===== src/msg_pkg.sv =====
/*
 * Message ingest shared definitions
 * Bus and message widths, FIFO depth, register map, payload structs,
 * flush state encoding, error codes and the STATUS register image
 */
package msg_pkg;

  //////////////////////////////////////////////////////////////////////
  // Widths and depth
  //////////////////////////////////////////////////////////////////////

  localparam int WB_ADDR_W = 4;
  localparam int WB_DATA_W = 32;
  localparam int MSG_W     = 64;
  localparam int MSG_DEPTH = 8;

  // Derived sizes
  localparam int WB_BYTES     = WB_DATA_W / 8;
  localparam int MSG_BYTES    = MSG_W / 8;
  localparam int FILL_W       = $clog2(MSG_BYTES);
  localparam int PTR_W        = $clog2(MSG_DEPTH);
  localparam int DEPTH_W      = $clog2(MSG_DEPTH + 1);
  localparam int STATUS_PAD_W = WB_DATA_W - DEPTH_W - 6;

  // Register offsets, byte addressed
  localparam logic [WB_ADDR_W-1:0] ADDR_MSG    = 4'h0;
  localparam logic [WB_ADDR_W-1:0] ADDR_CTRL   = 4'h4;
  localparam logic [WB_ADDR_W-1:0] ADDR_STATUS = 4'h8;

  // CTRL register bits
  localparam int CTRL_PROCESS_BIT = 0;
  localparam int CTRL_CLEAR_BIT   = 1;

  //////////////////////////////////////////////////////////////////////
  // Types
  //////////////////////////////////////////////////////////////////////

  typedef logic [WB_DATA_W-1:0] wb_data_t;
  typedef logic [WB_BYTES-1:0]  wb_sel_t;
  typedef logic [MSG_W-1:0]     msg_data_t;
  typedef logic [MSG_BYTES-1:0] msg_strb_t;
  typedef logic [DEPTH_W-1:0]   depth_t;

  // One FIFO entry, also the MSG output beat
  typedef struct packed {
    msg_data_t data;
    msg_strb_t strb;
  } msg_word_t;

  // Message write from the bus port to the packer
  typedef struct packed {
    wb_data_t data;
    wb_sel_t  sel;
  } bus_word_t;

  // Master to slave Wishbone classic signals
  typedef struct packed {
    logic                 cyc;
    logic                 stb;
    logic                 we;
    logic [WB_ADDR_W-1:0] adr;
    wb_data_t             dat;
    wb_sel_t              sel;
  } wb_req_t;

  typedef enum logic [1:0] {
    FlushIdle,
    FlushPacker,
    FlushFifo,
    FlushClear
  } flush_st_e;

  typedef enum logic [1:0] {
    ErrNone,
    ErrMsgDuringFlush,
    ErrProcessBusy
  } err_code_e;

  // STATUS image, first field lands in the top bits
  typedef struct packed {
    logic [STATUS_PAD_W-1:0] rsvd;
    err_code_e               err;
    flush_st_e               flush_st;
    logic                    full;
    logic                    empty;
    depth_t                  depth;
  } status_t;

endpackage

===== src/msg_ingest_top.sv =====
/*
 * Message ingest front end
 * Wishbone port, byte packer, message FIFO and flush controller,
 * with the MSG valid/ready stream toward the absorb engine
 */
`timescale 1ns/1ps

module msg_ingest_top (
  input  logic               clk_i,
  input  logic               rst_ni,
  input  msg_pkg::wb_req_t   wb_i,
  output msg_pkg::wb_data_t  wb_dat_o,
  output logic               wb_ack_o,
  output logic               msg_valid_o,
  output msg_pkg::msg_word_t msg_o,
  input  logic               msg_ready_i,
  output logic               process_o
);
  import msg_pkg::*;

  // Port to packer
  logic      wr_valid;
  bus_word_t wr_word;
  logic      wr_ready;

  // Packer to FIFO
  logic      pk_valid;
  msg_word_t pk_word;
  logic      pk_ready;

  // Control
  logic      process_req;
  logic      clear_req;
  logic      msg_write_busy;
  logic      msg_accept;
  logic      packer_flush;
  logic      packer_flush_done;
  flush_st_e flush_st;
  err_code_e err;

  // FIFO state
  logic    fifo_rvalid;
  logic    fifo_full;
  depth_t  fifo_depth;
  status_t status;

  ////////////////////////////////////////////////////////////////////////

  // STATUS image, unused bits read zero
  assign status = '{rsvd: '0, err: err, flush_st: flush_st, full: fifo_full,
                    empty: !fifo_rvalid, depth: fifo_depth};

  assign msg_valid_o = fifo_rvalid;

  wb_msg_port u_port (
    .clk_i, .rst_ni,
    .wb_i, .wb_dat_o, .wb_ack_o,
    .wr_valid_o       (wr_valid),
    .wr_o             (wr_word),
    .wr_ready_i       (wr_ready),
    .msg_accept_i     (msg_accept),
    .status_i         (status),
    .process_req_o    (process_req),
    .clear_req_o      (clear_req),
    .msg_write_busy_o (msg_write_busy)
  );

  msg_flush_ctrl u_ctrl (
    .clk_i, .rst_ni,
    .process_req_i       (process_req),
    .clear_req_i         (clear_req),
    .msg_write_busy_i    (msg_write_busy),
    .packer_flush_o      (packer_flush),
    .packer_flush_done_i (packer_flush_done),
    .fifo_empty_i        (!fifo_rvalid),
    .msg_accept_o        (msg_accept),
    .process_o,
    .flush_st_o          (flush_st),
    .err_o               (err)
  );

  msg_packer u_packer (
    .clk_i, .rst_ni,
    .in_valid_i   (wr_valid),
    .in_i         (wr_word),
    .in_ready_o   (wr_ready),
    .out_valid_o  (pk_valid),
    .out_o        (pk_word),
    .out_ready_i  (pk_ready),
    .flush_i      (packer_flush),
    .flush_done_o (packer_flush_done),
    .clear_i      (clear_req)
  );

  msg_fifo u_fifo (
    .clk_i, .rst_ni,
    .clear_i  (clear_req),
    .wvalid_i (pk_valid),
    .wdata_i  (pk_word),
    .wready_o (pk_ready),
    .rvalid_o (fifo_rvalid),
    .rdata_o  (msg_o),
    .rready_i (msg_ready_i),
    .depth_o  (fifo_depth),
    .full_o   (fifo_full)
  );

endmodule


===== src/msg_flush_ctrl.sv =====
/*
 * Flush controller
 * Sequences a process command through packer flush and FIFO drain,
 * pulses process_o at the end and holds a sticky first error code
 */
`timescale 1ns/1ps

module msg_flush_ctrl (
  input  logic                clk_i,
  input  logic                rst_ni,
  input  logic                process_req_i,
  input  logic                clear_req_i,
  input  logic                msg_write_busy_i,
  output logic                packer_flush_o,
  input  logic                packer_flush_done_i,
  input  logic                fifo_empty_i,
  output logic                msg_accept_o,
  output logic                process_o,
  output msg_pkg::flush_st_e  flush_st_o,
  output msg_pkg::err_code_e  err_o
);
  import msg_pkg::*;

  flush_st_e flush_st_q;
  flush_st_e flush_st_d;
  err_code_e err_q;
  err_code_e err_d;

  always_comb begin
    flush_st_d = flush_st_q;
    case (flush_st_q)
      FlushIdle: begin
        if (process_req_i) begin
          flush_st_d = FlushPacker;
        end
      end
      // Wait for the tail word to reach the FIFO
      FlushPacker: begin
        if (packer_flush_done_i) begin
          flush_st_d = FlushFifo;
        end
      end
      FlushFifo: begin
        if (fifo_empty_i) begin
          flush_st_d = FlushClear;
        end
      end
      // Hold until the absorb side is done
      FlushClear: begin
        flush_st_d = FlushClear;
      end
      default: begin
        flush_st_d = FlushIdle;
      end
    endcase
    // Clear wins from any state
    if (clear_req_i) begin
      flush_st_d = FlushIdle;
    end
  end

  // Sticky first error
  always_comb begin
    err_d = err_q;
    if (clear_req_i) begin
      err_d = ErrNone;
    end else if (err_q == ErrNone) begin
      if (msg_write_busy_i) begin
        err_d = ErrMsgDuringFlush;
      end else if (process_req_i && (flush_st_q != FlushIdle)) begin
        err_d = ErrProcessBusy;
      end
    end
  end

  always_ff @(posedge clk_i or negedge rst_ni) begin
    if (!rst_ni) begin
      flush_st_q <= FlushIdle;
      err_q      <= ErrNone;
    end else begin
      flush_st_q <= flush_st_d;
      err_q      <= err_d;
    end
  end

  assign packer_flush_o = (flush_st_q == FlushIdle) && process_req_i && !clear_req_i;
  assign process_o      = (flush_st_q == FlushFifo) && fifo_empty_i;
  assign msg_accept_o   = (flush_st_q == FlushIdle);
  assign flush_st_o     = flush_st_q;
  assign err_o          = err_q;

  flush_st_legal_a : assert property (@(posedge clk_i) disable iff (!rst_ni)
    flush_st_q inside {FlushIdle, FlushPacker, FlushFifo, FlushClear});

endmodule


===== src/msg_fifo.sv =====
/*
 * Message FIFO
 * Registered circular buffer of message words with synchronous clear,
 * a depth count and a full flag
 */
`timescale 1ns/1ps

module msg_fifo (
  input  logic               clk_i,
  input  logic               rst_ni,
  input  logic               clear_i,
  input  logic               wvalid_i,
  input  msg_pkg::msg_word_t wdata_i,
  output logic               wready_o,
  output logic               rvalid_o,
  output msg_pkg::msg_word_t rdata_o,
  input  logic               rready_i,
  output msg_pkg::depth_t    depth_o,
  output logic               full_o
);
  import msg_pkg::*;

  msg_word_t mem [MSG_DEPTH];

  logic [PTR_W-1:0] wptr_q;
  logic [PTR_W-1:0] rptr_q;
  depth_t           count_q;

  logic wr_fire;
  logic rd_fire;

  // Pointer increment with wrap at the last entry
  function automatic logic [PTR_W-1:0] ptr_inc(logic [PTR_W-1:0] ptr);
    if (ptr == PTR_W'(MSG_DEPTH - 1)) begin
      return '0;
    end
    return ptr + 1'b1;
  endfunction

  assign full_o   = (count_q == depth_t'(MSG_DEPTH));
  assign wready_o = !full_o;
  assign rvalid_o = (count_q != '0);
  assign rdata_o  = mem[rptr_q];
  assign depth_o  = count_q;

  assign wr_fire = wvalid_i && wready_o;
  assign rd_fire = rvalid_o && rready_i;

  always_ff @(posedge clk_i or negedge rst_ni) begin
    if (!rst_ni) begin
      wptr_q  <= '0;
      rptr_q  <= '0;
      count_q <= '0;
    end else if (clear_i) begin
      wptr_q  <= '0;
      rptr_q  <= '0;
      count_q <= '0;
    end else begin
      if (wr_fire) begin
        wptr_q <= ptr_inc(wptr_q);
      end
      if (rd_fire) begin
        rptr_q <= ptr_inc(rptr_q);
      end
      // Count tracks pushes minus pops
      if (wr_fire && !rd_fire) begin
        count_q <= count_q + 1'b1;
      end else if (rd_fire && !wr_fire) begin
        count_q <= count_q - 1'b1;
      end
    end
  end

  // Storage
  always_ff @(posedge clk_i) begin
    if (wr_fire) begin
      mem[wptr_q] <= wdata_i;
    end
  end

  depth_bound_a : assert property (@(posedge clk_i) disable iff (!rst_ni)
    depth_o <= depth_t'(MSG_DEPTH));

endmodule


===== src/msg_packer.sv =====
/*
 * Byte packer
 * Appends the selected lanes of each bus word to a byte stream and
 * emits full 64-bit message words, or the partial tail on flush
 */
`timescale 1ns/1ps

module msg_packer (
  input  logic               clk_i,
  input  logic               rst_ni,
  input  logic               in_valid_i,
  input  msg_pkg::bus_word_t in_i,
  output logic               in_ready_o,
  output logic               out_valid_o,
  output msg_pkg::msg_word_t out_o,
  input  logic               out_ready_i,
  input  logic               flush_i,
  output logic               flush_done_o,
  input  logic               clear_i
);
  import msg_pkg::*;

  // Pending bytes, valid only below fill_q
  msg_data_t         acc_q;
  logic [FILL_W-1:0] fill_q;
  msg_word_t         out_q;
  logic              out_valid_q;
  logic              flush_pend_q;

  // Accumulator with the new lanes appended
  logic [MSG_W+WB_DATA_W-1:0] stream;
  logic [FILL_W:0]            stream_cnt;
  logic                       stream_full;

  logic      in_fire;
  logic      out_fire;
  logic      flush_emit;
  msg_strb_t tail_strb;
  msg_data_t tail_data;

  always_comb begin
    stream     = {{WB_DATA_W{1'b0}}, acc_q};
    stream_cnt = {1'b0, fill_q};
    // Compact selected lanes, lowest lane first
    for (int i = 0; i < WB_BYTES; i++) begin
      if (in_i.sel[i]) begin
        stream[8*stream_cnt +: 8] = in_i.data[8*i +: 8];
        stream_cnt                = stream_cnt + 1'b1;
      end
    end
  end

  assign stream_full = stream_cnt >= MSG_BYTES;

  // Partial word, low n strobes and stale bytes zeroed
  assign tail_strb = (msg_strb_t'(1) << fill_q) - msg_strb_t'(1);
  always_comb begin
    for (int b = 0; b < MSG_BYTES; b++) begin
      tail_data[8*b +: 8] = tail_strb[b] ? acc_q[8*b +: 8] : 8'h00;
    end
  end

  assign in_ready_o = !out_valid_q && !flush_pend_q;
  assign in_fire    = in_valid_i && in_ready_o;
  assign out_fire   = out_valid_q && out_ready_i;
  assign flush_emit = flush_pend_q && !out_valid_q && (fill_q != '0);

  // Done once nothing is pending and no word waits at the output
  assign flush_done_o = flush_pend_q && !out_valid_q && (fill_q == '0);

  always_ff @(posedge clk_i or negedge rst_ni) begin
    if (!rst_ni) begin
      fill_q       <= '0;
      out_valid_q  <= 1'b0;
      flush_pend_q <= 1'b0;
    end else if (clear_i) begin
      fill_q       <= '0;
      out_valid_q  <= 1'b0;
      flush_pend_q <= 1'b0;
    end else begin
      if (out_fire) begin
        out_valid_q <= 1'b0;
      end
      if (in_fire) begin
        if (stream_full) begin
          out_valid_q <= 1'b1;
          fill_q      <= FILL_W'(stream_cnt - MSG_BYTES);
        end else begin
          fill_q <= stream_cnt[FILL_W-1:0];
        end
      end else if (flush_emit) begin
        out_valid_q <= 1'b1;
        fill_q      <= '0;
      end
      if (flush_i) begin
        flush_pend_q <= 1'b1;
      end else if (flush_done_o) begin
        flush_pend_q <= 1'b0;
      end
    end
  end

  // Byte payload
  always_ff @(posedge clk_i) begin
    if (in_fire) begin
      if (stream_full) begin
        out_q <= '{data: stream[MSG_W-1:0], strb: '1};
        acc_q <= MSG_W'(stream[MSG_W +: WB_DATA_W]);
      end else begin
        acc_q <= stream[MSG_W-1:0];
      end
    end else if (flush_emit) begin
      out_q <= '{data: tail_data, strb: tail_strb};
    end
  end

  assign out_valid_o = out_valid_q;
  assign out_o       = out_q;

  // Controller only flushes after a prior done
  flush_done_excl_a : assert property (@(posedge clk_i) disable iff (!rst_ni)
    !(flush_i && flush_done_o));

  // Bus port must not offer message data during a flush
  no_input_in_flush_a : assert property (@(posedge clk_i) disable iff (!rst_ni)
    flush_pend_q |-> !in_valid_i);

endmodule


===== src/wb_msg_port.sv =====
/*
 * Wishbone classic slave for the message ingest block
 * Decodes the message window, CTRL and STATUS offsets, hands message
 * writes to the packer and acks each access with a single-cycle pulse
 */
`timescale 1ns/1ps

module wb_msg_port (
  input  logic               clk_i,
  input  logic               rst_ni,
  input  msg_pkg::wb_req_t   wb_i,
  output msg_pkg::wb_data_t  wb_dat_o,
  output logic               wb_ack_o,
  output logic               wr_valid_o,
  output msg_pkg::bus_word_t wr_o,
  input  logic               wr_ready_i,
  input  logic               msg_accept_i,
  input  msg_pkg::status_t   status_i,
  output logic               process_req_o,
  output logic               clear_req_o,
  output logic               msg_write_busy_o
);
  import msg_pkg::*;

  logic      ack_q;
  logic      wr_valid_q;
  logic      process_req_q;
  logic      clear_req_q;
  logic      busy_q;
  wb_data_t  dat_q;
  bus_word_t wr_q;

  logic req_new;
  logic is_msg_wr;
  logic is_ctrl_wr;
  logic is_status_rd;
  logic wr_fire;

  // New access only when not already acked or handed to the packer
  assign req_new = wb_i.cyc && wb_i.stb && !ack_q && !wr_valid_q;

  // Offset decode
  assign is_msg_wr    = wb_i.we && (wb_i.adr == ADDR_MSG);
  assign is_ctrl_wr   = wb_i.we && (wb_i.adr == ADDR_CTRL);
  assign is_status_rd = !wb_i.we && (wb_i.adr == ADDR_STATUS);

  assign wr_fire = wr_valid_q && wr_ready_i;

  always_ff @(posedge clk_i or negedge rst_ni) begin
    if (!rst_ni) begin
      ack_q         <= 1'b0;
      wr_valid_q    <= 1'b0;
      process_req_q <= 1'b0;
      clear_req_q   <= 1'b0;
      busy_q        <= 1'b0;
    end else begin
      // Pulses default low
      ack_q         <= 1'b0;
      process_req_q <= 1'b0;
      clear_req_q   <= 1'b0;
      busy_q        <= 1'b0;
      if (wr_fire) begin
        // Packer took the word, ack next cycle
        wr_valid_q <= 1'b0;
        ack_q      <= 1'b1;
      end else if (req_new) begin
        if (is_msg_wr) begin
          if (msg_accept_i) begin
            wr_valid_q <= 1'b1;
          end else begin
            // Flush in progress, ack and drop
            ack_q  <= 1'b1;
            busy_q <= 1'b1;
          end
        end else begin
          ack_q <= 1'b1;
          if (is_ctrl_wr) begin
            process_req_q <= wb_i.dat[CTRL_PROCESS_BIT];
            clear_req_q   <= wb_i.dat[CTRL_CLEAR_BIT];
          end
        end
      end
    end
  end

  // Captured write word and read data
  always_ff @(posedge clk_i) begin
    if (req_new) begin
      wr_q  <= '{data: wb_i.dat, sel: wb_i.sel};
      // Message window and unmapped offsets read as zero
      dat_q <= is_status_rd ? wb_data_t'(status_i) : '0;
    end
  end

  assign wb_ack_o         = ack_q;
  assign wb_dat_o         = dat_q;
  assign wr_valid_o       = wr_valid_q;
  assign wr_o             = wr_q;
  assign process_req_o    = process_req_q;
  assign clear_req_o      = clear_req_q;
  assign msg_write_busy_o = busy_q;

  // Master drops stb after ack, so a second ack would be a stray
  ack_single_a : assert property (@(posedge clk_i) disable iff (!rst_ni)
    wb_ack_o |=> !wb_ack_o);

endmodule


===== config.mk =====
export PLATFORM = sky130hd
export DESIGN_NAME = msg_ingest_top
export DESIGN_NICKNAME = d
export VERILOG_FILES = /design/src/msg_pkg.sv /design/src/msg_ingest_top.sv /design/src/msg_flush_ctrl.sv /design/src/msg_fifo.sv /design/src/msg_packer.sv /design/src/wb_msg_port.sv
export SDC_FILE = /design/constraint.sdc
export NUM_CORES = 1
export LEC_CHECK = 0
export ABC_AREA = 1
export ABC_CLOCK_PERIOD_IN_PS = 19500
export BUFFER_PORTS_ARGS = -buffer_cell sky130_fd_sc_hd__buf_2
export CAP_MARGIN = 10
export CELL_PAD_IN_SITES_DETAIL_PLACEMENT = 2
export CELL_PAD_IN_SITES_GLOBAL_PLACEMENT = 2
export CORE_MARGIN = 4
export CORE_UTILIZATION = 40
export CTS_CLUSTER_DIAMETER = 40
export DETAILED_ROUTE_END_ITERATION = 16
export PLACE_DENSITY = 0.77
export SETUP_SLACK_MARGIN = 0.5
export SYNTH_ARGS = -nofsm -noshare
export SYNTH_HDL_FRONTEND = slang
export SYNTH_SLANG_ARGS = --single-unit

===== constraint.sdc =====
create_clock -name clk_i -period 19.5 [get_ports clk_i]
set_clock_uncertainty 0.15 [all_clocks]
set_input_delay 1.95 -clock clk_i [delete_from_list [all_inputs] [get_ports clk_i]]
set_output_delay 1.95 -clock clk_i [all_outputs]
set_load 0.01 [all_outputs]

# Word-level counts from Yosys, hierarchy flattened

Memory sizes are Yosys's and may differ from the RTL's.
Cells that the tools add are included.

Bits in registers: 228
Latch bits: 0
Memory bits (writable): 576
Memory bits (read-only): 0
Bits of input ports: 46
Output and inout port bits: 107
Logic and storage cells: 192
Memories: 1

Memory list:

| name       | words | bits a word | read ports | clocked after Yosys merged registers in | write ports | line           | text |
|---|---|---|---|---|---|---|---|
| u_fifo.mem | 8     | 72          | 1          | 0                                       | 1           | msg_fifo.sv:23 | `msg_word_t mem [MSG_DEPTH];` |

$add $sub $neg: 14
$mul: 0
Divide/modulo/power cells: 0
Order comparisons: 1
Equality and inequality tests: 12
Shift operators: 9
Mux-type cells: 83
Bitwise operators: 0
Reductions and logical operators: 51

Operators by type and width:

| kind                                                   | count |
|---|---|
| bitwise mux 96 bit                                     | 4 |
| two-way mux 96 bit                                     | 4 |
| variable shift 8 x 34 -> 96 bit (first input constant) | 4 |
| indexed part select 8 x 34 -> 96 bit                   | 4 |
| two-way mux 72 bit                                     | 3 |
| negator 7 -> 34 bit                                    | 3 |
| two-way mux 8 bit                                      | 8 |
| two-way mux 3 bit                                      | 12 |
| two-way mux 1 bit                                      | 35 |
| negator 6 -> 34 bit                                    | 1 |
| two-way mux 32 bit                                     | 1 |
| two-way mux 4 bit                                      | 7 |
| logical AND 1 bit                                      | 19 |
| adder 4 x 1 -> 4 bit (second input constant)           | 4 |
| two-way mux 2 bit                                      | 8 |
| nonzero test 2 bit                                     | 8 |
| nonzero test 3 bit                                     | 5 |
| logical NOT 1 bit                                      | 10 |
| equality test 4 bit (second input constant)            | 2 |
| one-hot mux 2 bit (4 select lines)                     | 1 |
| << shifter 1 x 3 -> 8 bit (first input constant)       | 1 |
| subtractor 8 x 1 -> 8 bit (second input constant)      | 1 |
| adder 3 x 1 -> 3 bit (second input constant)           | 2 |
| equality test 3 bit (second input constant)            | 2 |
| 16 further kinds                                       | 21 |

# Logic depth before layout (Yosys ltp)

Gate-level depths: netlist (run 1).

Depth after elaboration: 12
Gate-level depth with buffers: 28

# Cells and area by module

A second synthesis (run 1) with hierarchy kept.

Cells, all modules: 3760
Area total of the unflattened synthesis: 37840.0 µm²

Modules (own cells, without submodules):

| module         | instances | cells each | area each (µm²) | seq. area each (µm²) |
|---|---|---|---|---|
| msg_fifo       | 1         | 1718       | 22840.7         | 17546.8 |
| msg_packer     | 1         | 1835       | 12067.8         | 4209.0 |
| wb_msg_port    | 1         | 172        | 2668.8          | 2167.1 |
| msg_flush_ctrl | 1         | 33         | 255.2           | 100.1 |
| msg_ingest_top | 1         | 2          | 7.5             | 0.0 |

# Worst setup path after synthesis (run 1)

No wires, ideal clock.

Path type: flip-flop to flip-flop
Start: reg u_packer.fill_q[1]
End: reg u_packer.out_q (netlist bit u_packer.out_o[0]), enable pin
Library setup time: 603 ps
Arrival: 7844 ps
Path slack: 10902 ps
Stages on the path, launching flop included: 19
Buffers on the path: 1
Clock period less this slack: 8598 ps
Cells stage by stage: dfrtp_1 inv_1 ha_1 inv_1 nand2_1 nand2_1 ha_1 buf_2 inv_1 nand2_1 nand2_1 ha_1 nor2_1 inv_1 nand2_1 inv_1 nand4_1 nand2_2 o21ai_0

Longest elaborated chain between the ends: 11
Elaborated cells on any way between the ends: 14

RTL lines:

| item                              | line              | text |
|---|---|---|
| from (decl)                       | msg_packer.sv:25  | `logic [FILL_W-1:0] fill_q;` |
| from (signal assigned)            | msg_packer.sv:87  | `fill_q <= FILL_W'(stream_cnt - MSG_BYTES);` |
| from (signal assigned)            | msg_packer.sv:89  | `fill_q <= stream_cnt[FILL_W-1:0];` |
| adder 3 x 1 -> 4 bit              | msg_packer.sv:48  | `stream_cnt = stream_cnt + 1'b1;` |
| two-way mux 4 bit                 | msg_packer.sv:46  | `if (in_i.sel[i]) begin` |
| adder 4 x 1 -> 4 bit              | msg_packer.sv:48  |  |
| two-way mux 4 bit                 | msg_packer.sv:46  |  |
| adder 4 x 1 -> 4 bit              | msg_packer.sv:48  |  |
| two-way mux 4 bit                 | msg_packer.sv:46  |  |
| adder 4 x 1 -> 4 bit              | msg_packer.sv:48  |  |
| two-way mux 4 bit                 | msg_packer.sv:46  |  |
| greater-or-equal comparator 4 bit | msg_packer.sv:53  | `assign stream_full = stream_cnt >= MSG_BYTES;` |
| != test 2 x 1 -> 1 bit (no line)  | n/a               |  |
| AND reduction 2 bit (no line) *   | n/a               |  |
| to (signal assigned)              | msg_packer.sv:107 | `out_q <= '{data: stream[MSG_W-1:0], strb: '1};` |
| to (signal assigned)              | msg_packer.sv:113 | `out_q <= '{data: tail_data, strb: tail_strb};` |
| to (decl)                         | msg_packer.sv:26  | `msg_word_t out_q;` |

Mark *: on every way between the ends. The rest lies on a longest branch, timed or not.
A chain may end at the register's enable or synchronous reset.

# Worst setup path after layout (run 1)

Start: reg u_packer.fill_q[0]
End: reg u_packer.out_q (netlist bit u_packer.out_o[53]) (data pin)

Longest elaborated chain between the ends: 12
Elaborated cells on any way between the ends: 32

RTL lines:

| item                                                               | line                               | text |
|---|---|---|
| adder 3 x 1 -> 4 bit or negator 6 -> 34 bit (tied branches)        | msg_packer.sv:48, msg_packer.sv:47 |  |
| two-way mux 4 bit, or another cell as far along                    | msg_packer.sv:46                   |  |
| adder 4 x 1 -> 4 bit, or another cell as far along                 | msg_packer.sv:48                   |  |
| two-way mux 4 bit, or another cell as far along                    | msg_packer.sv:46                   |  |
| adder 4 x 1 -> 4 bit, or another cell as far along                 | msg_packer.sv:48                   |  |
| two-way mux 4 bit, or another cell as far along                    | msg_packer.sv:46                   |  |
| negator 7 -> 34 bit or bitwise mux 96 bit (tied branches)          | msg_packer.sv:47                   | `stream[8*stream_cnt +: 8] = in_i.data[8*i +: 8];` |
| indexed part select 8 x 34 -> 96 bit, or another cell as far along | msg_packer.sv:47                   |  |
| bitwise mux 96 bit                                                 | msg_packer.sv:47                   |  |
| two-way mux 96 bit                                                 | msg_packer.sv:46                   |  |
| two-way mux 72 bit                                                 | msg_packer.sv:106                  | `if (stream_full) begin` |
| two-way mux 72 bit *                                               | msg_packer.sv:105                  | `if (in_fire) begin` |

Mark *: on every way between the ends. The rest lies on a longest branch, timed or not. The select of a mux whose other input is x is not followed.

==> flow_metrics.tcl, run 1 <==
set metrics [dict create \
    outcome "complete, no violations" \
    synth_top_family_by_area "simple AND/OR/NAND/NOR gates" \
    synthMuxAreaShare_pct 0 \
    rsz0062_at_grt "no" \
    regArea_sq_um 23400 \
    hold_violations 0 \
    switchingPower_w 0.00315 \
    fin_setup_tns_ns 0 \
    coreArea_sq_um 90400 \
    hold_slack_ns 0.380 \
    grtUsageMet2_pct 54.3 \
    clk_latency_ns 0.69 \
    cts_resized 0 \
    io_pins 153 \
    gr-usage-met1_pct 41.5 \
    cp-startpoint "u_packer.fill_q[0]$_DFFE_PN0P_" \
    cts_tree "done" \
    crit_fanout 48 \
    vias 30700 \
    rr_worst_depth 25 \
    slowest_delay_ns 0.78 \
    grt_start_max_net_pins 199 \
    p_int_w 0.00405 \
    post_drt_wl_per_cell_um 31.0 \
    hold_buffers 0 \
    ant_nets 0 \
    grtUsageTotal_pct 31.7 \
    hold_depth 3 \
    maxCapViolCount 0 \
    reg2reg_from "u_packer.fill_q[0]$_DFFE_PN0P_" \
    clock-sinks 782 \
    pwr_density_cell_nw_per_um2 170 \
    pwr-share-comb_pct 39.7 \
    min_path_type "flop to flop" \
    hold_start "u_port.msg_write_busy_o$_DFF_PN0_" \
    crit_buf_inv 7 \
    dieArea_sq_um 96600 \
    gp_congestion 1.00 \
    grt-ovfl-total 0 \
    min_to "u_ctrl.err_o[1]$_DFFE_PN0P_" \
    drt-pass1-iter-count 5 \
    path_delay_family "simple AND/OR/NAND/NOR gates" \
    syn_area_per_cell_sq_um 9.89 \
    worst_setup_path_end_kind "flop" \
    place_inst 4864 \
    ys_warn_count 0 \
    p_total_w 0.00719 \
    netlist_area_sq_um 36700 \
    area_growth_syn_to_layout_pct 15.8 \
    clk_root_buffer_cell "clkbuf_16" \
    numPortBuffers 130 \
    path_class "flop to flop" \
    post-cts-setup-buffers 0 \
    crit_slowest_cell "dfrtp_1" \
    mostFrequentLayoutCells "758 x edfxtp_1, 714 x nand2_1, 664 x nor2_1" \
    clkSlewWorstSetupHoldPaths_ns 0.05 \
    max-slew-margin-rel_pct 10.7 \
    drtIter0Drc 3082 \
    vdd_drop_max_v 0.000117 \
    synthAdderAreaFrac_pct 1.08 \
    swShare_pct 43.8 \
    r2r_slack_ns 12.31 \
    hpwlAfterDp_um 104000 \
    clkPwrFrac_pct 30.6 \
    final_cells 5086 \
    multi_input_area_sq_um 11800 \
    tightestPinTransition_ns 1.33 \
    htreeDepth 3 \
    die_w_um 311 \
    crit_path_start_kind "flop" \
    yosys_register_bits 782 \
    seqPwrFrac_pct 29.7 \
    p_leak_nw 15.9 \
    antenna_found_initial 13 \
    drive_above_1_share_pct 11.3 \
    fp-row-count 110 \
    grt_pass1_wl_um 229000 \
    cts_made_buffers 115 \
    grt_busiest_layer "met2" \
    use_met3_pct 4.33 \
    reg2reg_to "u_packer.out_o[53]$_DFFE_PP_" \
    final_common_cell "edfxtp_1" \
    ys_seq_area_share_pct 63.7 \
    maxSlewViolCount 0 \
    grt_pass1_vias 33200 \
    crit_top_cell "nand2_1" \
    post-route-min-period_ns 7.19 \
    start_util_pct 40.5 \
    synth_cell_type_count 47 \
    fill_cells 9287 \
    dpl_cell_area_sq_um 38400 \
    synthXorXnorAreaFrac_pct 0.119 \
    worstPathArrival_ns 7.46 \
    design_area_sq_um 42400 \
    setup_viol 0 \
    clk_path_buf_depth 3 \
    cp.depth 25 \
    final_nets 3883 \
    drcViolationCount 0 \
    required_ns 19.78 \
    finalCritPeriodShare_pct 36.8 \
    synthCells 3708 \
    avgViaCountPerCell 6.03 \
    die_height_um 311 \
    wl_um 158000 \
    fmax_mhz 139 \
    yosys.area_share.simple_pct 20.3 \
    synth-compound-area-share_pct 10.4 \
]
metrics by stage:
step | utilization, % | setup WS (ns)
after global routing | 46.9 | 11.86
after CTS | 46.9 | 12.38
final | 46.9 | 12.31
after detailed placement | 42.4 | 12.42
after floorplan | - | 10.90
after global placement | 42.4 | 12.80
power by group through the flow:
stage / Combinational, W / Clock, W / Sequential [W]
after floorplan: 0.00168 / 0 / 0.00209
after global placement: 0.00257 / 0 / 0.00215
after detailed placement: 0.00276 / 0 / 0.00216
after CTS: 0.00283 / 0.00223 / 0.00213
after global routing: 0.00307 / 0.00231 / 0.00214
final: 0.00286 / 0.00220 / 0.00214
cells by family (layout without fill, tap and decap cells):
logic type	Yosys count	after routing
flops	782	782
xor+xnor	5	5
fa+ha+maj	31	31
other cells	1	27
compound gates	706	706
buf+inv	398	574
simple gates	1785	1785
worst max-delay path by stage:
stage	end
6_report	u_packer.out_o[53]$_DFFE_PP_
3_5_place_dp	u_packer.out_o[49]$_DFFE_PP_
3_3_place_gp	u_packer.out_o[71]$_DFFE_PP_
4_1_cts	u_packer.out_o[53]$_DFFE_PP_
2_1_floorplan	u_packer.out_o[0]$_SDFFCE_PP1P_
5_1_grt	u_packer.out_o[68]$_DFFE_PP_
layer usage:
metal	routed length, um	up-vias
met3	9150	326
met1	65000	16000
met2	77400	1281
met4	6100	2
li1	-	13100
met5	19	-
flip-flops by register name, summed over array words and instances (netlist names):
name	count
u_port.msg_write_busy_o	1
u_fifo.depth_o	4
u_packer.out_valid_o	1
u_port.clear_req_o	1
u_port.wb_ack_o	1
u_port.wr_valid_o	1
u_packer.acc_q	64
u_port.process_req_o	1
u_fifo.rptr_q	3
u_packer.flush_pend_q	1
u_packer.out_o	72
u_ctrl.err_o	2
u_port.wb_dat_o	10
u_fifo.wptr_q	3
u_packer.fill_q	3
u_fifo.mem	576
u_ctrl.flush_st_o	2
u_port.wr_o	36
synthesized netlist by cell type, drive strengths merged:
library cell | number | share of area (%)
inv | 191 | 2.0
o31ai | 2 | 0.041
nand4 | 32 | 0.59
conb | 1 | 0.010
and3 | 1 | 0.017
fa | 1 | 0.055
xor2 | 3 | 0.072
o2bb2ai | 1 | 0.024
nor2 | 686 | 7.2
or2 | 9 | 0.15
o211ai | 15 | 0.31
a311oi | 1 | 0.024
ha | 30 | 1.0
o221ai | 2 | 0.048
o22ai | 78 | 1.3
dfrtp | 24 | 1.6
nand2 | 731 | 7.6
clkbuf | 133 | 1.4
buf | 72 | 1.1
o32ai | 2 | 0.048
edfxtp | 758 | 62
nand3b | 4 | 0.082
a21oi | 38 | 0.52
nor3 | 54 | 0.84
nor3b | 2 | 0.041
xnor2 | 2 | 0.048
nand3 | 266 | 3.7
clkinv | 2 | 0.020
a211oi | 1 | 0.020
a22oi | 1 | 0.020
a31oi | 76 | 1.3
o21ai | 489 | 6.7
area by class of cell:
type	instances	area share, %
Antenna cell	5	0.0295
Clock buffer	128	6.97
Tap cell	1176	3.47
Sequential cell	782	55.1
Multi-Input combinational cell	2549	27.9
Timing Repair Buffer	165	2.24
Clock inverter	88	2.62
Inverter	193	1.74
worst reg2reg max path, cell delays in order (launching register included):
cell,delay [ns]
dfrtp_1,0.78
inv_2,0.15
ha_1,0.41
inv_1,0.12
nand2_1,0.13
nand2_1,0.14
ha_1,0.49
inv_1,0.19
nand2_1,0.09
nand2_1,0.09
ha_1,0.78
nor2_1,0.19
inv_1,0.09
nand2_1,0.14
ha_1,0.23
inv_1,0.09
nand2_1,0.07
nand2_1,0.07
buf_4,0.48
inv_1,0.47
nor2_1,0.20
nand2_1,0.18
nor2_1,0.62
o21ai_0,0.33
nand3_1,0.19
nand2_1,0.08
(Power assumes the default switching activity.)
==> inputs of run 2 (changes only) <==
--- a/config.mk
+++ b/config.mk
@@ -6,7 +6,7 @@
 export NUM_CORES = 1
 export LEC_CHECK = 0
 export ABC_AREA = 1
-export ABC_CLOCK_PERIOD_IN_PS = 19500
+export ABC_CLOCK_PERIOD_IN_PS = 7100
 export BUFFER_PORTS_ARGS = -buffer_cell sky130_fd_sc_hd__buf_2
 export CAP_MARGIN = 10
 export CELL_PAD_IN_SITES_DETAIL_PLACEMENT = 2
==> constraint.sdc (replaced) <==
create_clock -name clk_i -period 7.1 [get_ports clk_i]
set_clock_uncertainty 0.15 [all_clocks]
set_input_delay 0.71 -clock clk_i [delete_from_list [all_inputs] [get_ports clk_i]]
set_output_delay 0.71 -clock clk_i [all_outputs]
set_load 0.01 [all_outputs]
==> flow_metrics.tcl, run 2 (synthesized netlist as in run 1, its figures left out) <==
set metrics [dict create \
    drt-pass1-iter-count 5 \
    setup_viol 0 \
    drcViolationCount 0 \
    regArea_sq_um 23400 \
    design_area_sq_um 42600 \
    max-slew-margin-rel_pct 5.36 \
    grt_pass1_wl_um 240000 \
    post_drt_wl_per_cell_um 32.6 \
    post-cts-setup-buffers 0 \
    grt_start_max_net_pins 190 \
    rsz0062_at_grt "no" \
    numPortBuffers 130 \
    fill_cells 9331 \
    worstPathArrival_ns 6.41 \
    p_leak_nw 16.0 \
    cts_made_buffers 116 \
    drive_above_1_share_pct 11.5 \
    crit_chain "buf_4 -> inv_2 -> ha_1 -> inv_1 -> nand2_1 -> nand2_1 -> ha_1 -> inv_1 -> nand2_1 -> nand2_1 -> ha_2 -> nor2_1 -> inv_1 -> nand2_1 -> inv_1 -> ha_1 -> nor2_4 -> inv_2 -> nor3_4 -> nand2_2 -> nand2_1 -> nand2_1 -> nand2_1 -> nand2_1" \
    drtIter0Drc 3107 \
    pwr-share-comb_pct 39.4 \
    regMostFlops "u_fifo.mem" \
    crit_buf_inv 7 \
    avgViaCountPerCell 6.05 \
    finalCritPeriodShare_pct 86.3 \
    grt_pass1_vias 33800 \
    p_total_w 0.0201 \
    clk_root_buffer_cell "clkbuf_16" \
    worst_setup_path_end_kind "flop" \
    die_w_um 311 \
    path_class "flop to flop" \
    clk_latency_ns 0.73 \
    required_ns 7.38 \
    coreArea_sq_um 90400 \
    die_height_um 311 \
    maxCapViolCount 0 \
    seqPwrFrac_pct 29.5 \
    fin_setup_tns_ns 0 \
    clkSlewWorstSetupHoldPaths_ns 0.05 \
    mostFrequentLayoutCells "758 x edfxtp_1, 714 x nand2_1, 664 x nor2_1" \
    hpwlAfterDp_um 106000 \
    path_delay_family "simple AND/OR/NAND/NOR gates" \
    multi_input_area_sq_um 11800 \
    antenna_found_initial 6 \
    crit_fanout 20 \
    r2r_slack_ns 0.97 \
    grtUsageTotal_pct 33.5 \
    crit_slowest_cell "ha_2" \
    cts_tree "done" \
    utilization_pct 47.2 \
    area_growth_syn_to_layout_pct 16.3 \
    vias 30900 \
    ant_nets 0 \
    wl_um 166000 \
    gp_congestion 0.979 \
    hold_violations 0 \
    tightestPinTransition_ns 1.41 \
    hold_slack_ns 0.0489 \
    final_nets 3895 \
    post-route-min-period_ns 6.13 \
    pwr_density_cell_nw_per_um2 471 \
    io_pins 153 \
    clk_path_buf_depth 3 \
    start_util_pct 40.5 \
    dieArea_sq_um 96600 \
    largest_reg_flops 576 \
    hold_depth 1 \
    grt-ovfl-total 0 \
    crit_top_cell "nand2_1" \
    final_common_cell "edfxtp_1" \
    outcome "complete, no violations" \
    p_int_w 0.0112 \
    htreeDepth 3 \
    fp-row-count 110 \
    clock-sinks 782 \
    maxSlewViolCount 0 \
    rr_worst_depth 24 \
    dpl_cell_area_sq_um 38400 \
    switchingPower_w 0.00885 \
    swShare_pct 44.0 \
    vdd_drop_max_v 0.000249 \
    crit_path_start_kind "flop" \
    min_path_type "input pin to flop" \
    fmax_mhz 163 \
    cp.depth 24 \
    clkPwrFrac_pct 31.2 \
    slowest_delay_ns 0.59 \
]
run 2: changes by cell type in the layout (fill, tap and decap cells not counted), sizes merged:
cell         previous run  this run
buf                   164       174
bufinv                 19        21
clkbuf                129       131
diode                   5         2
dlygate4sd3             0         1
inv                   200       199
run 2: area by class of cell:
cell class,count,share of cell area [%]
antenna,2,0.0117
timing repair buffer,176,2.47
inverter,193,1.73
clock inverter,89,2.81
clock buffer,130,6.98
sequential,782,54.8
multi-input combinational,2549,27.7
tap,1176,3.45
run 2: stage by stage:
step / setup slack (ns) / std cells
global route: 0.566 / 5095
global placement: 1.22 / 4873
floorplan: 1.86 / 3729
CTS: 0.859 / 5093
detailed placement: 0.880 / 4873
finish: 0.972 / 5097
run 2: worst register-to-register path, delay by kind of cell, from the launching register on:
kind	cells	cell delay, ns
flops	1	0.32
fa+ha+maj	4	1.96
simple gates	13	2.42
buf+inv	7	1.04
run 2: final timing paths:
path                                           startpoint                                to
max                        u_packer.fill_q[0]$_DFFE_PN0P_      u_packer.out_o[44]$_DFFE_PP_
min                                              wb_i[34]         u_port.wr_o[34]$_DFFE_PP_
max reg2reg                u_packer.fill_q[0]$_DFFE_PN0P_      u_packer.out_o[44]$_DFFE_PP_
min reg2reg                   u_ctrl.err_o[0]$_DFFE_PN0P_       u_ctrl.err_o[0]$_DFFE_PN0P_
max in group asynchronous                          rst_ni      u_fifo.rptr_q[0]$_DFFE_PN0P_
min in group asynchronous                          rst_ni  u_ctrl.flush_st_o[1]$_DFFE_PN0P_
run 2: layer usage:
layer,global-route usage [%],share of wire [%],up-vias
met4,11.2,3.5,2
met1,42.5,40,16100
li1,-,-,13100
met5,0,0.0066,-
met2,58.7,50,1328
met3,5.21,6.2,305
run 2: power by group through the flow:
stage	clock, W	combinational (W)	sequential (W)
CTS	0.00632	0.00784	0.00591
detailed placement	0	0.00755	0.00599
global route	0.00654	0.00849	0.00593
floorplan	0	0.00461	0.00573
global placement	0	0.00710	0.00595
finish	0.00626	0.00792	0.00592
run 2: what timing repair did:
action | 4_1_cts | 5_1_grt
hold buffers | 1 | 0
endpoints found under the setup margin | 0 | 14
gates resized for setup | 0 | 1
hold endpoints to repair | 24 | 0
==> inputs of run 3 (changes only) <==
==> constraint.sdc (replaced) <==
create_clock -name clk_i -period 7.1 [get_ports clk_i]
set_clock_uncertainty 0.15 [all_clocks]
set_input_delay 0.71 -clock clk_i [delete_from_list [all_inputs] [get_ports clk_i]]
set_output_delay 0.71 -clock clk_i [all_outputs]
set_load 0.05 [all_outputs]
==> flow_metrics.tcl, run 3 (synthesized netlist as in run 1, its figures left out) <==
set metrics [dict create \
    outcome "complete, no violations" \
    fp-row-count 110 \
    die_w_um 311 \
    grtUsageTotal_pct 33.2 \
    hpwlAfterDp_um 106000 \
    rsz0062_at_grt "no" \
    post-cts-setup-buffers 0 \
    setup_viol 0 \
    final_cells 5109 \
    grt_pass1_wl_um 238000 \
    die_height_um 311 \
    post_drt_wl_per_cell_um 32.2 \
    tightestPinTransition_ns 1.29 \
    min_path_type "input pin to flop" \
    clock-sinks 782 \
    dieArea_sq_um 96600 \
    maxSlewViolCount 0 \
    ant_nets 0 \
    gp_congestion 0.972 \
    fin_setup_tns_ns 0 \
    vdd_drop_max_v 0.000274 \
    io_pins 153 \
    clk_latency_ns 0.71 \
    grt_pass1_vias 33400 \
    pwr_density_cell_nw_per_um2 493 \
    crit_path_start_kind "flop" \
    crit_fanout 47 \
    antenna_found_initial 5 \
    start_util_pct 40.5 \
    mostFrequentLayoutCells "758 x edfxtp_1, 714 x nand2_1, 664 x nor2_1" \
    hold_slack_ns 0.0282 \
    maxCapViolCount 0 \
    grt-ovfl-total 0 \
    regArea_sq_um 23400 \
    drive_above_1_share_pct 11.7 \
    cts_resized 0 \
    avgViaCountPerCell 6.01 \
    post-route-min-period_ns 6.08 \
    fill_cells 9356 \
    multi_input_area_sq_um 11800 \
    htreeDepth 3 \
    clkSlewWorstSetupHoldPaths_ns 0.06 \
    hold_violations 0 \
    regMostFlops "u_fifo.mem" \
    clk_root_buffer_cell "clkbuf_16" \
    final_common_cell "edfxtp_1" \
    cts_tree "done" \
    drcViolationCount 0 \
    worst_setup_path_end_kind "flop" \
    finalCritPeriodShare_pct 85.6 \
    place_inst 4878 \
    drtIter0Drc 3082 \
    fmax_mhz 165 \
    design_area_sq_um 42500 \
    required_ns 7.36 \
    grt_start_max_net_pins 177 \
    numPortBuffers 130 \
    clk_path_buf_depth 3 \
    largest_reg_flops 576 \
    hold_buffers 1 \
    final_nets 3902 \
    path_class "flop to flop" \
    coreArea_sq_um 90400 \
    max-slew-margin-rel_pct 13.1 \
    p_leak_nw 16.0 \
    cts_made_buffers 120 \
    area_growth_syn_to_layout_pct 16.0 \
    dpl_cell_area_sq_um 38500 \
    wl_um 164000 \
    vias 30700 \
    drt-pass1-iter-count 5 \
    worstPathArrival_ns 6.33 \
]
## run 3: cell count changes in the layout (fill, tap and decap cells not counted), moves of 3 or more
cell and delta:
buf_4 +5, clkinv_2 +8, bufinv_16 -10, clkbuf_16 +3, clkinv_1 +6, inv_6 +10, clkbuf_1 -4
## run 3: worst paths after layout
| kind | from | end | slack [ns] | depth (start not counted) |
|---|---|---|---|---|
| max | u_packer.fill_q[0]$_DFFE_PN0P_ | u_packer.acc_q[14]$_DFFE_PP_ | 1.02 | 26 |
| min | wb_i[34] | u_port.wr_o[34]$_DFFE_PP_ | 0.03 | 1 |
| max reg2reg | u_packer.fill_q[0]$_DFFE_PN0P_ | u_packer.acc_q[14]$_DFFE_PP_ | 1.02 | 26 |
| min reg2reg | u_port.msg_write_busy_o$_DFF_PN0_ | u_ctrl.err_o[1]$_DFFE_PN0P_ | 0.37 | 3 |
| max in group asynchronous | rst_ni | u_fifo.rptr_q[0]$_DFFE_PN0P_ | 5.84 | 2 |
| min in group asynchronous | rst_ni | u_fifo.depth_o[3]$_DFFE_PN0P_ | 0.44 | 2 |
## run 3: metrics by stage
| step | total power [W] | setup slack [ns] | utilization (%) |
|---|---|---|---|
| 6_report | 0.0210 | 1.02 | 47.0 |
| 5_1_grt | 0.0218 | 0.574 | 47.0 |
| 4_1_cts | 0.0209 | 1.13 | 47.0 |
| 3_5_place_dp | 0.0147 | 1.15 | 42.5 |
| 3_3_place_gp | 0.0142 | 1.43 | 42.5 |
| 2_1_floorplan | 0.0115 | 1.86 | - |
## run 3: layer usage
layer	up-vias	part of all wire, %	GRT usage, %
met4	0	3.4	10.7
met3	291	5.7	4.69
met5	-	0	0
met2	1182	49	56.5
met1	16100	42	44.0
li1	13200	-	-
## run 3: layout make-up
class / count / share of cell area [%]
Timing Repair Buffer: 179 / 2.52
Multi-Input combinational cell: 2549 / 27.8
Sequential cell: 782 / 55.0
Clock buffer: 131 / 7.21
Tap cell: 1176 / 3.46
Antenna cell: 3 / 0.0177
Clock inverter: 96 / 2.27
Inverter: 193 / 1.74
## run 3: power breakdown
group          switching [W]  internal [W]
sequential          0.000336       0.00553
clock                0.00242       0.00355
combinational        0.00720       0.00191
total                0.00996        0.0110
## run 3: critical path, cell delays in order (launching register included)
cell     delay, ns
dfrtp_1       0.34
buf_4         0.23
inv_2         0.10
ha_1          0.39
inv_1         0.12
nand2_1       0.13
nand2_1       0.15
ha_1          0.49
inv_1         0.19
nand2_1       0.10
nand2_1       0.10
ha_1          0.28
buf_4         0.21
nor2_1        0.15
inv_1         0.06
nand2_1       0.19
ha_1          0.21
inv_1         0.06
nand2_1       0.07
nand2_1       0.08
buf_4         0.33
nor2_1        0.26
nand3_1       0.48
inv_1         0.41
o21ai_0       0.19
nand3_1       0.16
o21ai_0       0.14
